<file path="src/hazard_defines.svh">
`ifndef HAZARD_DEFINES_SVH
`define HAZARD_DEFINES_SVH

// Datapath and address width
`define DATA_W 16
`define REG_AW 3        // Eight registers

// Opcodes live in instruction bits 15..11
`define OP_NOP  5'b00001
`define OP_J    5'b00100
`define OP_JAL  5'b00110 // Links into LINK_REG
`define OP_JALR 5'b00111 // Links, target from rs
`define OP_ST   5'b10000
`define OP_LD   5'b10001

`define LINK_REG 3'd7     // Return address register for JAL/JALR

`define SHADOW_DEPTH 4    // ID, EX, MEM, WB

`endif
</file>
<file path="src/hazard_pkg.sv">
`include "hazard_defines.svh"

package hazard_pkg;

    // Raw instruction word as seen at fetch
    typedef struct packed {
        logic [4:0]         opcode; // Bits 15..11
        logic [`REG_AW-1:0] rs;     // Bits 10..8, base register for memory ops
        logic [`REG_AW-1:0] rt;     // Bits 7..5
        logic [4:0]         rest;   // ALU destination in the upper three bits
    } instrT;

    // Everything the hazard check needs to know about one instruction
    typedef struct packed {
        logic [`REG_AW-1:0] rs;
        logic [`REG_AW-1:0] rt;
        logic               usesRs;    // rs is really read
        logic               usesRt;    // rt is really read
        logic [`REG_AW-1:0] rd;
        logic               writesReg;
        logic               isLoad;
        logic               isMem;     // Load or store
        logic               isJump;    // Needs one fetch bubble after it
        logic [`DATA_W-1:0] memAddr;   // Base plus immediate
    } decodeT;

    // Register writer tag, valid must stay the leading bit
    typedef struct packed {
        logic               valid;
        logic [`REG_AW-1:0] rd;
        logic               isLoad; // Data only ready after MEM
    } regTagT;

    // Memory access tag, valid leads here as well
    typedef struct packed {
        logic               valid;
        logic [`DATA_W-1:0] addr;
    } memTagT;

    // Forwarding selects that ride along with the instruction
    typedef struct packed {
        logic exToExRs;
        logic memToExRs;
        logic exToExRt;
        logic memToExRt;
    } fwdT;

    // What leaves toward ID
    typedef struct packed {
        instrT instr;
        fwdT   fwd;
    } issueT;

endpackage

</file>
<file path="src/hazardUnit.sv">
`timescale 1ns/1ps
`include "hazard_defines.svh"

module hazardUnit (
    input  logic                clk,
    input  logic                arstN,
    input  logic                inValid,
    input  logic                branchTaken, // Resolved outside this block
    input  hazard_pkg::instrT   inInstr,
    input  logic [`DATA_W-1:0]  inReg1Data,
    input  logic [`DATA_W-1:0]  inImm,
    output logic                inReady,
    output logic                outValid,
    output hazard_pkg::issueT   outIssue
);

    hazard_pkg::decodeT                      dec;
    hazard_pkg::fwdT                         fwd;
    hazard_pkg::regTagT                      regTagIn;
    hazard_pkg::memTagT                      memTagIn;
    hazard_pkg::regTagT [`SHADOW_DEPTH-1:0]  regTags;
    hazard_pkg::memTagT [`SHADOW_DEPTH-1:0]  memTags;

    instrDecode decoder (.instr(inInstr), .reg1Data(inReg1Data), .imm(inImm), .dec(dec));

    // Register writers in flight
    stageShadow #(.tagT(hazard_pkg::regTagT)) regShadow (
        .clk(clk), .arstN(arstN), .branchTaken(branchTaken),
        .tagIn(regTagIn), .tags(regTags)
    );

    // Memory addresses in flight
    stageShadow #(.tagT(hazard_pkg::memTagT)) memShadow (
        .clk(clk), .arstN(arstN), .branchTaken(branchTaken),
        .tagIn(memTagIn), .tags(memTags)
    );

    hazardCtrl ctrl (
        .clk(clk), .arstN(arstN), .inValid(inValid), .branchTaken(branchTaken),
        .dec(dec), .regTags(regTags), .memTags(memTags),
        .inReady(inReady), .outValid(outValid), .fwd(fwd),
        .regTagIn(regTagIn), .memTagIn(memTagIn)
    );

    assign outIssue = '{instr: inInstr, fwd: fwd}; // Selects travel with the word

endmodule

</file>
<file path="src/hazardCtrl.sv">
`timescale 1ns/1ps
`include "hazard_defines.svh"

module hazardCtrl (
    input  logic                                    clk,
    input  logic                                    arstN,
    input  logic                                    inValid,
    input  logic                                    branchTaken,
    input  hazard_pkg::decodeT                      dec,
    input  hazard_pkg::regTagT [`SHADOW_DEPTH-1:0]  regTags,
    input  hazard_pkg::memTagT [`SHADOW_DEPTH-1:0]  memTags,
    output logic                                    inReady,
    output logic                                    outValid,
    output hazard_pkg::fwdT                         fwd,
    output hazard_pkg::regTagT                      regTagIn,
    output hazard_pkg::memTagT                      memTagIn
);

    // Shadow slots
    localparam int StId  = 0;
    localparam int StEx  = 1;
    localparam int StMem = 2;
    localparam int StWb  = 3;

    logic       idLive;      // ID entry not squashed this cycle
    logic [3:0] rsHit;       // rs matches a writer, per stage
    logic [3:0] rtHit;       // Same for rt
    logic       regHazard;
    logic       memHazard;
    logic       transfer;
    logic       jumpBubble;  // Set the cycle after a jump issues

    assign idLive = ~branchTaken;

    // Source versus destination compare for every stage
    always_comb begin
        for (int s = 0; s < `SHADOW_DEPTH; s++) begin
            rsHit[s] = dec.usesRs & regTags[s].valid & (regTags[s].rd == dec.rs);
            rtHit[s] = dec.usesRt & regTags[s].valid & (regTags[s].rd == dec.rt);
        end
        rsHit[StId] = rsHit[StId] & idLive;
        rtHit[StId] = rtHit[StId] & idLive;
    end

    // Load-use from ID, and anything too old to forward from MEM or WB
    assign regHazard = ((rsHit[StId] | rtHit[StId]) & regTags[StId].isLoad)
                     | rsHit[StMem] | rtHit[StMem]
                     | rsHit[StWb]  | rtHit[StWb];

    // Same address as any memory op still in flight
    always_comb begin
        memHazard = 1'b0;
        for (int s = 0; s < `SHADOW_DEPTH; s++) begin
            if (memTags[s].valid && (memTags[s].addr == dec.memAddr) &&
                (s != StId || idLive)) begin
                memHazard = dec.isMem;
            end
        end
    end

    assign inReady  = ~regHazard & ~memHazard & ~jumpBubble; // Independent of inValid
    assign transfer = inValid & inReady;
    assign outValid = transfer;

    // Forwarding, the younger ID writer wins over EX
    always_comb begin
        fwd.exToExRs  = rsHit[StId] & ~regTags[StId].isLoad;
        fwd.exToExRt  = rtHit[StId] & ~regTags[StId].isLoad;
        fwd.memToExRs = rsHit[StEx] & ~rsHit[StId];
        fwd.memToExRt = rtHit[StEx] & ~rtHit[StId];
    end

    // New shadow entries, bubbles when nothing transfers
    always_comb begin
        regTagIn        = '0;
        memTagIn        = '0;
        if (transfer) begin
            regTagIn.valid  = dec.writesReg;
            regTagIn.rd     = dec.rd;
            regTagIn.isLoad = dec.isLoad;
            memTagIn.valid  = dec.isMem;
            memTagIn.addr   = dec.memAddr;
        end
    end

    // One fetch bubble behind every jump
    always_ff @(posedge clk or negedge arstN) begin
        if (!arstN) begin
            jumpBubble <= 1'b0;
        end else begin
            jumpBubble <= transfer & dec.isJump;
        end
    end

endmodule

</file>
<file path="src/stageShadow.sv">
`timescale 1ns/1ps
`include "hazard_defines.svh"

// Mirrors one tag per stage so the check can see what is in flight
module stageShadow #(
    parameter type tagT = hazard_pkg::regTagT
) (
    input  logic                       clk,
    input  logic                       arstN,
    input  logic                       branchTaken, // Kills the ID entry
    input  tagT                        tagIn,       // Bubble unless a transfer
    output tagT [`SHADOW_DEPTH-1:0]    tags         // [0] ID .. [3] WB
);

    localparam int TagW = $bits(tagT);

    tagT killed; // ID entry on its way to EX

    // The leading bit of every tag is its valid flag
    always_comb begin
        killed = tags[0];
        if (branchTaken) begin
            killed[TagW-1] = 1'b0; // Squashed, payload left as is
        end
    end

    always_ff @(posedge clk or negedge arstN) begin
        if (!arstN) begin
            tags <= '0;                          // All stages empty
        end else begin
            tags[0] <= tagIn;                    // IF -> ID
            tags[1] <= killed;                   // ID -> EX
            for (int i = 2; i < `SHADOW_DEPTH; i++) begin
                tags[i] <= tags[i-1];            // EX -> MEM -> WB
            end
        end
    end

    // Downstream never stalls, so the chain shifts every cycle

endmodule

</file>
<file path="src/instrDecode.sv">
`timescale 1ns/1ps
`include "hazard_defines.svh"

module instrDecode (
    input  hazard_pkg::instrT   instr,
    input  logic [`DATA_W-1:0]  reg1Data, // Base register value
    input  logic [`DATA_W-1:0]  imm,
    output hazard_pkg::decodeT  dec
);

    logic isJ;
    logic isJal;
    logic isJalr;
    logic isLd;
    logic isSt;
    logic isNop;

    // Opcode classes
    assign isJ    = (instr.opcode == `OP_J);
    assign isJal  = (instr.opcode == `OP_JAL);
    assign isJalr = (instr.opcode == `OP_JALR);
    assign isLd   = (instr.opcode == `OP_LD);
    assign isSt   = (instr.opcode == `OP_ST);
    assign isNop  = (instr.opcode == `OP_NOP);

    always_comb begin
        dec.rs      = instr.rs;
        dec.rt      = instr.rt;
        dec.isLoad  = isLd;
        dec.isMem   = isLd | isSt;
        dec.isJump  = isJ | isJal | isJalr;
        dec.memAddr = reg1Data + imm; // Effective address, carry dropped

        // Which sources are actually read
        dec.usesRs  = ~(isNop | isJ | isJal);     // JALR reads its target from rs
        dec.usesRt  = ~(isNop | dec.isJump | isLd); // Store reads its data from rt

        // Destination register
        if (isJal | isJalr) begin
            dec.rd        = `LINK_REG;           // Linking jumps write r7
            dec.writesReg = 1'b1;
        end else if (isLd) begin
            dec.rd        = instr.rt;            // Load result lands in rt
            dec.writesReg = 1'b1;
        end else if (isSt | isJ | isNop) begin
            dec.rd        = '0;
            dec.writesReg = 1'b0;
        end else begin
            dec.rd        = instr.rest[4:2];     // ALU destination
            dec.writesReg = 1'b1;
        end
    end

endmodule

</file>
<file path="config.mk">
export PLATFORM = sky130hd
export DESIGN_NAME = hazardUnit
export DESIGN_NICKNAME = d
export VERILOG_FILES = /design/src/hazard_pkg.sv /design/src/hazardUnit.sv /design/src/hazardCtrl.sv /design/src/stageShadow.sv /design/src/instrDecode.sv
export VERILOG_INCLUDE_DIRS = /design/src
export SDC_FILE = /design/constraint.sdc
export NUM_CORES = 1
export LEC_CHECK = 0
export BUFFER_PORTS_ARGS = -buffer_cell sky130_fd_sc_hd__buf_2
export CAP_MARGIN = 20
export CORE_UTILIZATION = 40
export CTS_CLUSTER_DIAMETER = 150
export DETAILED_ROUTE_END_ITERATION = 7
export GPL_TIMING_DRIVEN = 0
export PLACE_DENSITY = 0.7
export RECOVER_POWER = 100
export SLEW_MARGIN = 40
export SYNTH_ARGS = -nofsm -noshare
export SYNTH_HDL_FRONTEND = slang
export SYNTH_HIERARCHICAL = 1
export SYNTH_SLANG_ARGS = --single-unit
</file>
<file path="constraint.sdc">
create_clock -name clk -period 7.2 [get_ports clk]
set_input_delay 1.44 -clock clk [delete_from_list [all_inputs] [get_ports clk]]
set_output_delay 1.44 -clock clk [all_outputs]
set_load 0.005 [all_outputs]
</file>
Yosys cells after proc, flatten, opt, wreduce, memory -nomap -nowiden
Index checks and enable logic that the tools add are counted.
{ "totals": {"register_bits": 86, "latch_bits": 0, "mem_bits_rw": 0, "rom_bits": 0, "inputBits": 52, "output_inout_bits": 22, "word_cells": 104, "mem_count": 0} }
{ "classes": {"n_addsub": 1, "mul": 0, "div": 0, "order_cmp": 0, "eq_ne": 18, "shifts": 0, "muxes": 11, "n_bitwise": 51, "n_reduce_logical": 5} }
{ "op_table": {"columns": ["op", "n"], "rows": [
  ["16-bit equality test", 4],
  ["1-bit bitwise AND", 27],
  ["3-bit equality test", 8],
  ["17-bit 2-to-1 mux", 1],
  ["16-bit adder", 1],
  ["5-bit by 3-bit equality test with 1-bit output, second input constant", 3],
  ["1-bit OR", 15],
  ["4-bit 2-to-1 mux", 3],
  ["5-bit equality test, second input constant", 2],
  ["1-bit NOT", 9],
  ["1-bit 2-to-1 mux", 6],
  ["5-bit by 1-bit equality test with 1-bit output, second input constant", 1],
  ["1-bit logical AND", 5],
  ["5-bit 2-to-1 mux", 1]
]} }

Longest topological paths before layout
{ "depth": {"depth_word": 20, "mapped_depth": 15, "mapped_depth_nobuf": 13} }

By module
Netlist, hierarchy kept.
{ "by_module_without_submodules": {"columns": ["mod", "instances", "cells_each", "area_each_um2", "seq_area_each_um2"], "rows": [
  ["stageShadow at memShadow", 1, 85, 1835.5, 1701.6],
  ["hazardCtrl", 1, 203, 1430.1, 25.0],
  ["instrDecode", 1, 134, 979.7, 0.0],
  ["stageShadow at regShadow", 1, 25, 544.3, 500.5],
  ["hazardUnit", 1, 16, 120.1, 0.0]
]} }

Worst setup path before layout
No wires, ideal clock.
{ "synth_timing": {"path_kind": "input port to output port", "start": "in inReg1Data[0]", "end": "out inReady", "t_arrival_ns": 4.045, "setup_slack_ns": 1.715, "stages": 15, "path_cell_list": "ha_1 fa_1 a21oi_1 o21ai_1 o21ai_1 o21bai_1 xor2_1 buf_2 xnor2_1 nand4_1 nor4_1 a32oi_1 a31oi_4 buf_6 nor2_1"} }
{ "synth_rtl": {"columns": ["item", "line", "source"], "rows": [
  ["start: declaration", "hazardUnit.sv:10", "input logic [`DATA_W-1:0] inReg1Data,"],
  ["end: declaration", "hazardUnit.sv:12", "output logic inReady,"]
]} }

==> results by group <==
Floorplanning
  • I/O Pins: 74
  • Initial Utilization: between 40% and 50%
  • Row cnt: 39
  • Die height: roughly 110 um
  • Die ar.: roughly 13,000 um2
  • Core ar.: 11,610 um2
  • Die width: roughly 110 um

Global routing
  • First-pass GRT wire length: between 15,000 and 20,000 um
  • Initial antenna violation count: 0
  • Vias in the first global route: approximately 3,600
  • Largest net degree at the start of global routing: 46
  • Total track usage: 16.95%
  • GR Overflow Total: 0

Worst setup path
  • R2R depth: 8
  • Reg-to-Reg Start: memShadow/tags[1]
  • Crit path max fanout: 10
  • R2R Setup Slk: about 4700 ps
  • Worst Path Required: around 5800 ps
  • Setup crit end kind: output pin
  • R2r endpoint: memShadow/tags[4]
  • Setup CP Type: input port to output pin
  • CP Launch Type: input port
  • Crit path DAT: 5110 ps

CTS
  • H-tree depth: 3
  • Clk Latency, worst-skew pair: ~340 ps
  • Post-CTS Resized: 0
  • # hold bufs at CTS: 0
  • Clock root buffer master: clkbuf_16
  • TritonCTS clock tree: yes
  • Post-CTS Setup Bufs: 0
  • Sink Count: 86
  • CTS Buf Count: 9
  • CTS Buffer Depth: 2
  • Clock slew at reported path FFs: 70 ps

Power
  • Tot Pwr: 1.420 mW
  • PwrDens: around 250 nW/um2
  • VDD IR max: about 0.12 mV
  • Combinational share of power: between 20% and 30%
  • Internal power: approximately 1 mW
  • Sw frac: 29.72%
  • Sequential share of power: between 40% and 50%
  • Clock network power share: between 30 and 40%
  • Sw Pwr: 0.4219 mW
  • Leakage: 2.591 nW

Synth
  • Synth warn: 6
  • Post-Synthesis Cells: 460
  • Post-Syn Area: roughly 4800 um2
  • Syn_area_per_cell: 10.51 um2
  • Syn nets: between 500 and 600

STA
  • Worst slew margin: -54.54%
  • Setup-failing EPs final: 0
  • RSZ-0062 raised after global routing: no
  • Worst clock skew: about 9.3 ps
  • TNS Setup: 0 ps
  • Fmax: around 0.15 GHz
  • Minimum clock period: 6553 ps
  • Final Cycle Share: between 90 and 100%
  • Final Hold Fails: 0
  • Transition time of the tightest slew-check pin: roughly 2300 ps
  • Max-slew violations: 89

Route
  • 1st-iter DRT viols: 119
  • Via count: between 3,000 and 4,000
  • Wire per inst: ~15 um
  • Vias per inst: between 4 and 5
  • Wirelength, routed: 10,000 um
  • Number of remaining DRC errors: 1
  • DR pass1 iterations: 7
  • Post-DRT Antenna Nets: 0

Outcome
  • Outcome: finished with violations
  • Failing checks: design-rule violations, max-capacitance violations, max-slew violations

Flow run
  • Max Cap Viol: 2

Placed design
  • Placed inst area: about 5400 um2
  • IO buf count: slightly below 70
  • Cells after DPL: around 670
  • Hpwl dp: about 7500 um
  • Routability cong.: between 0.8 and 0.9

Min path
  • Hold Crit Endpoint: regShadow/tags[8]
  • Worst min path class: flip-flop to flip-flop
  • Hold Path Cell Cnt: 0
  • Hold Crit Start: regShadow/tags[3]

Layout
  • Nets@finish: 608
  • Non-filler instance count after layout: slightly below 700
  • Layout area overhead: 16.49%
  • Ant. Diodes: 0
  • Share of layout cells above drive strength 1: 27.34%
  • Final std cell area, no fill: 5632 um2
[placed cells by master (no fill, tap or decap), types with 4 or more instances in the layout]
cell / n
buf_4: 38
clkbuf_1: 18
nor2_1: 28
xnor2_1: 79
ha_1: 15
o21ai_0: 8
nand2_1: 37
xor2_1: 22
nor2b_1: 5
a21oi_1: 11
inv_1: 4
buf_6: 6
nand4_1: 19
nand3_1: 16
dfrtp_1: 86
o21ai_1: 4
clkbuf_16: 9
nor4_1: 8
buf_2: 66
clkbuf_4: 6
[area by class of cell]
type                    instances  area (um2)
flip-flops and latches         86        2152
plain buffers                  67       481.7
clock inverters                 6       71.32
multi-input cells             303        2178
inverters                       4       15.01
repair buffers                 69       325.3
well taps                     143       178.9
fillers                      1059        5982
clock buffers                  10       229.0
[critical path, stage by stage]
cell	delay, ps
buf_2	100
ha_1	230
fa_1	410
a21oi_1	220
o21ai_1	110
o21ai_0	430
o21ai_0	230
xor2_1	170
buf_2	180
xnor2_1	180
nand4_1	180
nor4_1	420
nand3_1	210
a31oi_4	260
buf_6	200
nor2_1	50
clkbuf_1	100
[power groups by stage]
stage / Combinational, mW / Sequential, mW / Clock, mW
final: 0.382 / 0.577 / 0.460
after global routing: 0.419 / 0.583 / 0.486
after CTS: 0.388 / 0.578 / 0.465
after detailed placement: 0.381 / 0.585 / 0
after global placement: 0.369 / 0.582 / 0
after floorplan: 0.286 / 0.577 / 0
[routing by layer]
metal / track usage [%] / routed length (um) / share of wire (%)
met5: 0 / 0 / 0
met4: 4.089 / 89 / 0.89
met3: 2.885 / 363 / 3.6
met2: 30.77 / 5307 / 53
met1: 20.91 / 4244 / 42
[state kept, by name, summed over array words and instances, names as in the netlist]
| signal | count |
|---|---|
| memShadow/tags | 68 |
| ctrl/jumpBubble | 1 |
| regShadow/tags | 17 |
[stage by stage]
step           hold slack [ps]  utilization (%)  setup slack (ps)
2_1_floorplan            347.7                -              1715
3_3_place_gp             354.3            46.10             900.4
3_5_place_dp             358.9            46.33             872.6
4_1_cts                  372.5            48.91             819.4
5_1_grt                  371.6            48.49             321.2
6_report                 372.1            48.49             646.9
[worst max path at each step]
stage,to,cells past startpoint,slack [ps],start
after floorplan,inReady,15,1710,inReg1Data[0]
after global placement,inReady,17,900,inReg1Data[0]
after detailed placement,inReady,17,870,inReg1Data[0]
after CTS,inReady,17,820,inReg1Data[0]
after global routing,inReady,17,320,inReg1Data[0]
final,inReady,17,650,inReg1Data[0]
No activity file was read; power rests on OpenSTA's default activity.
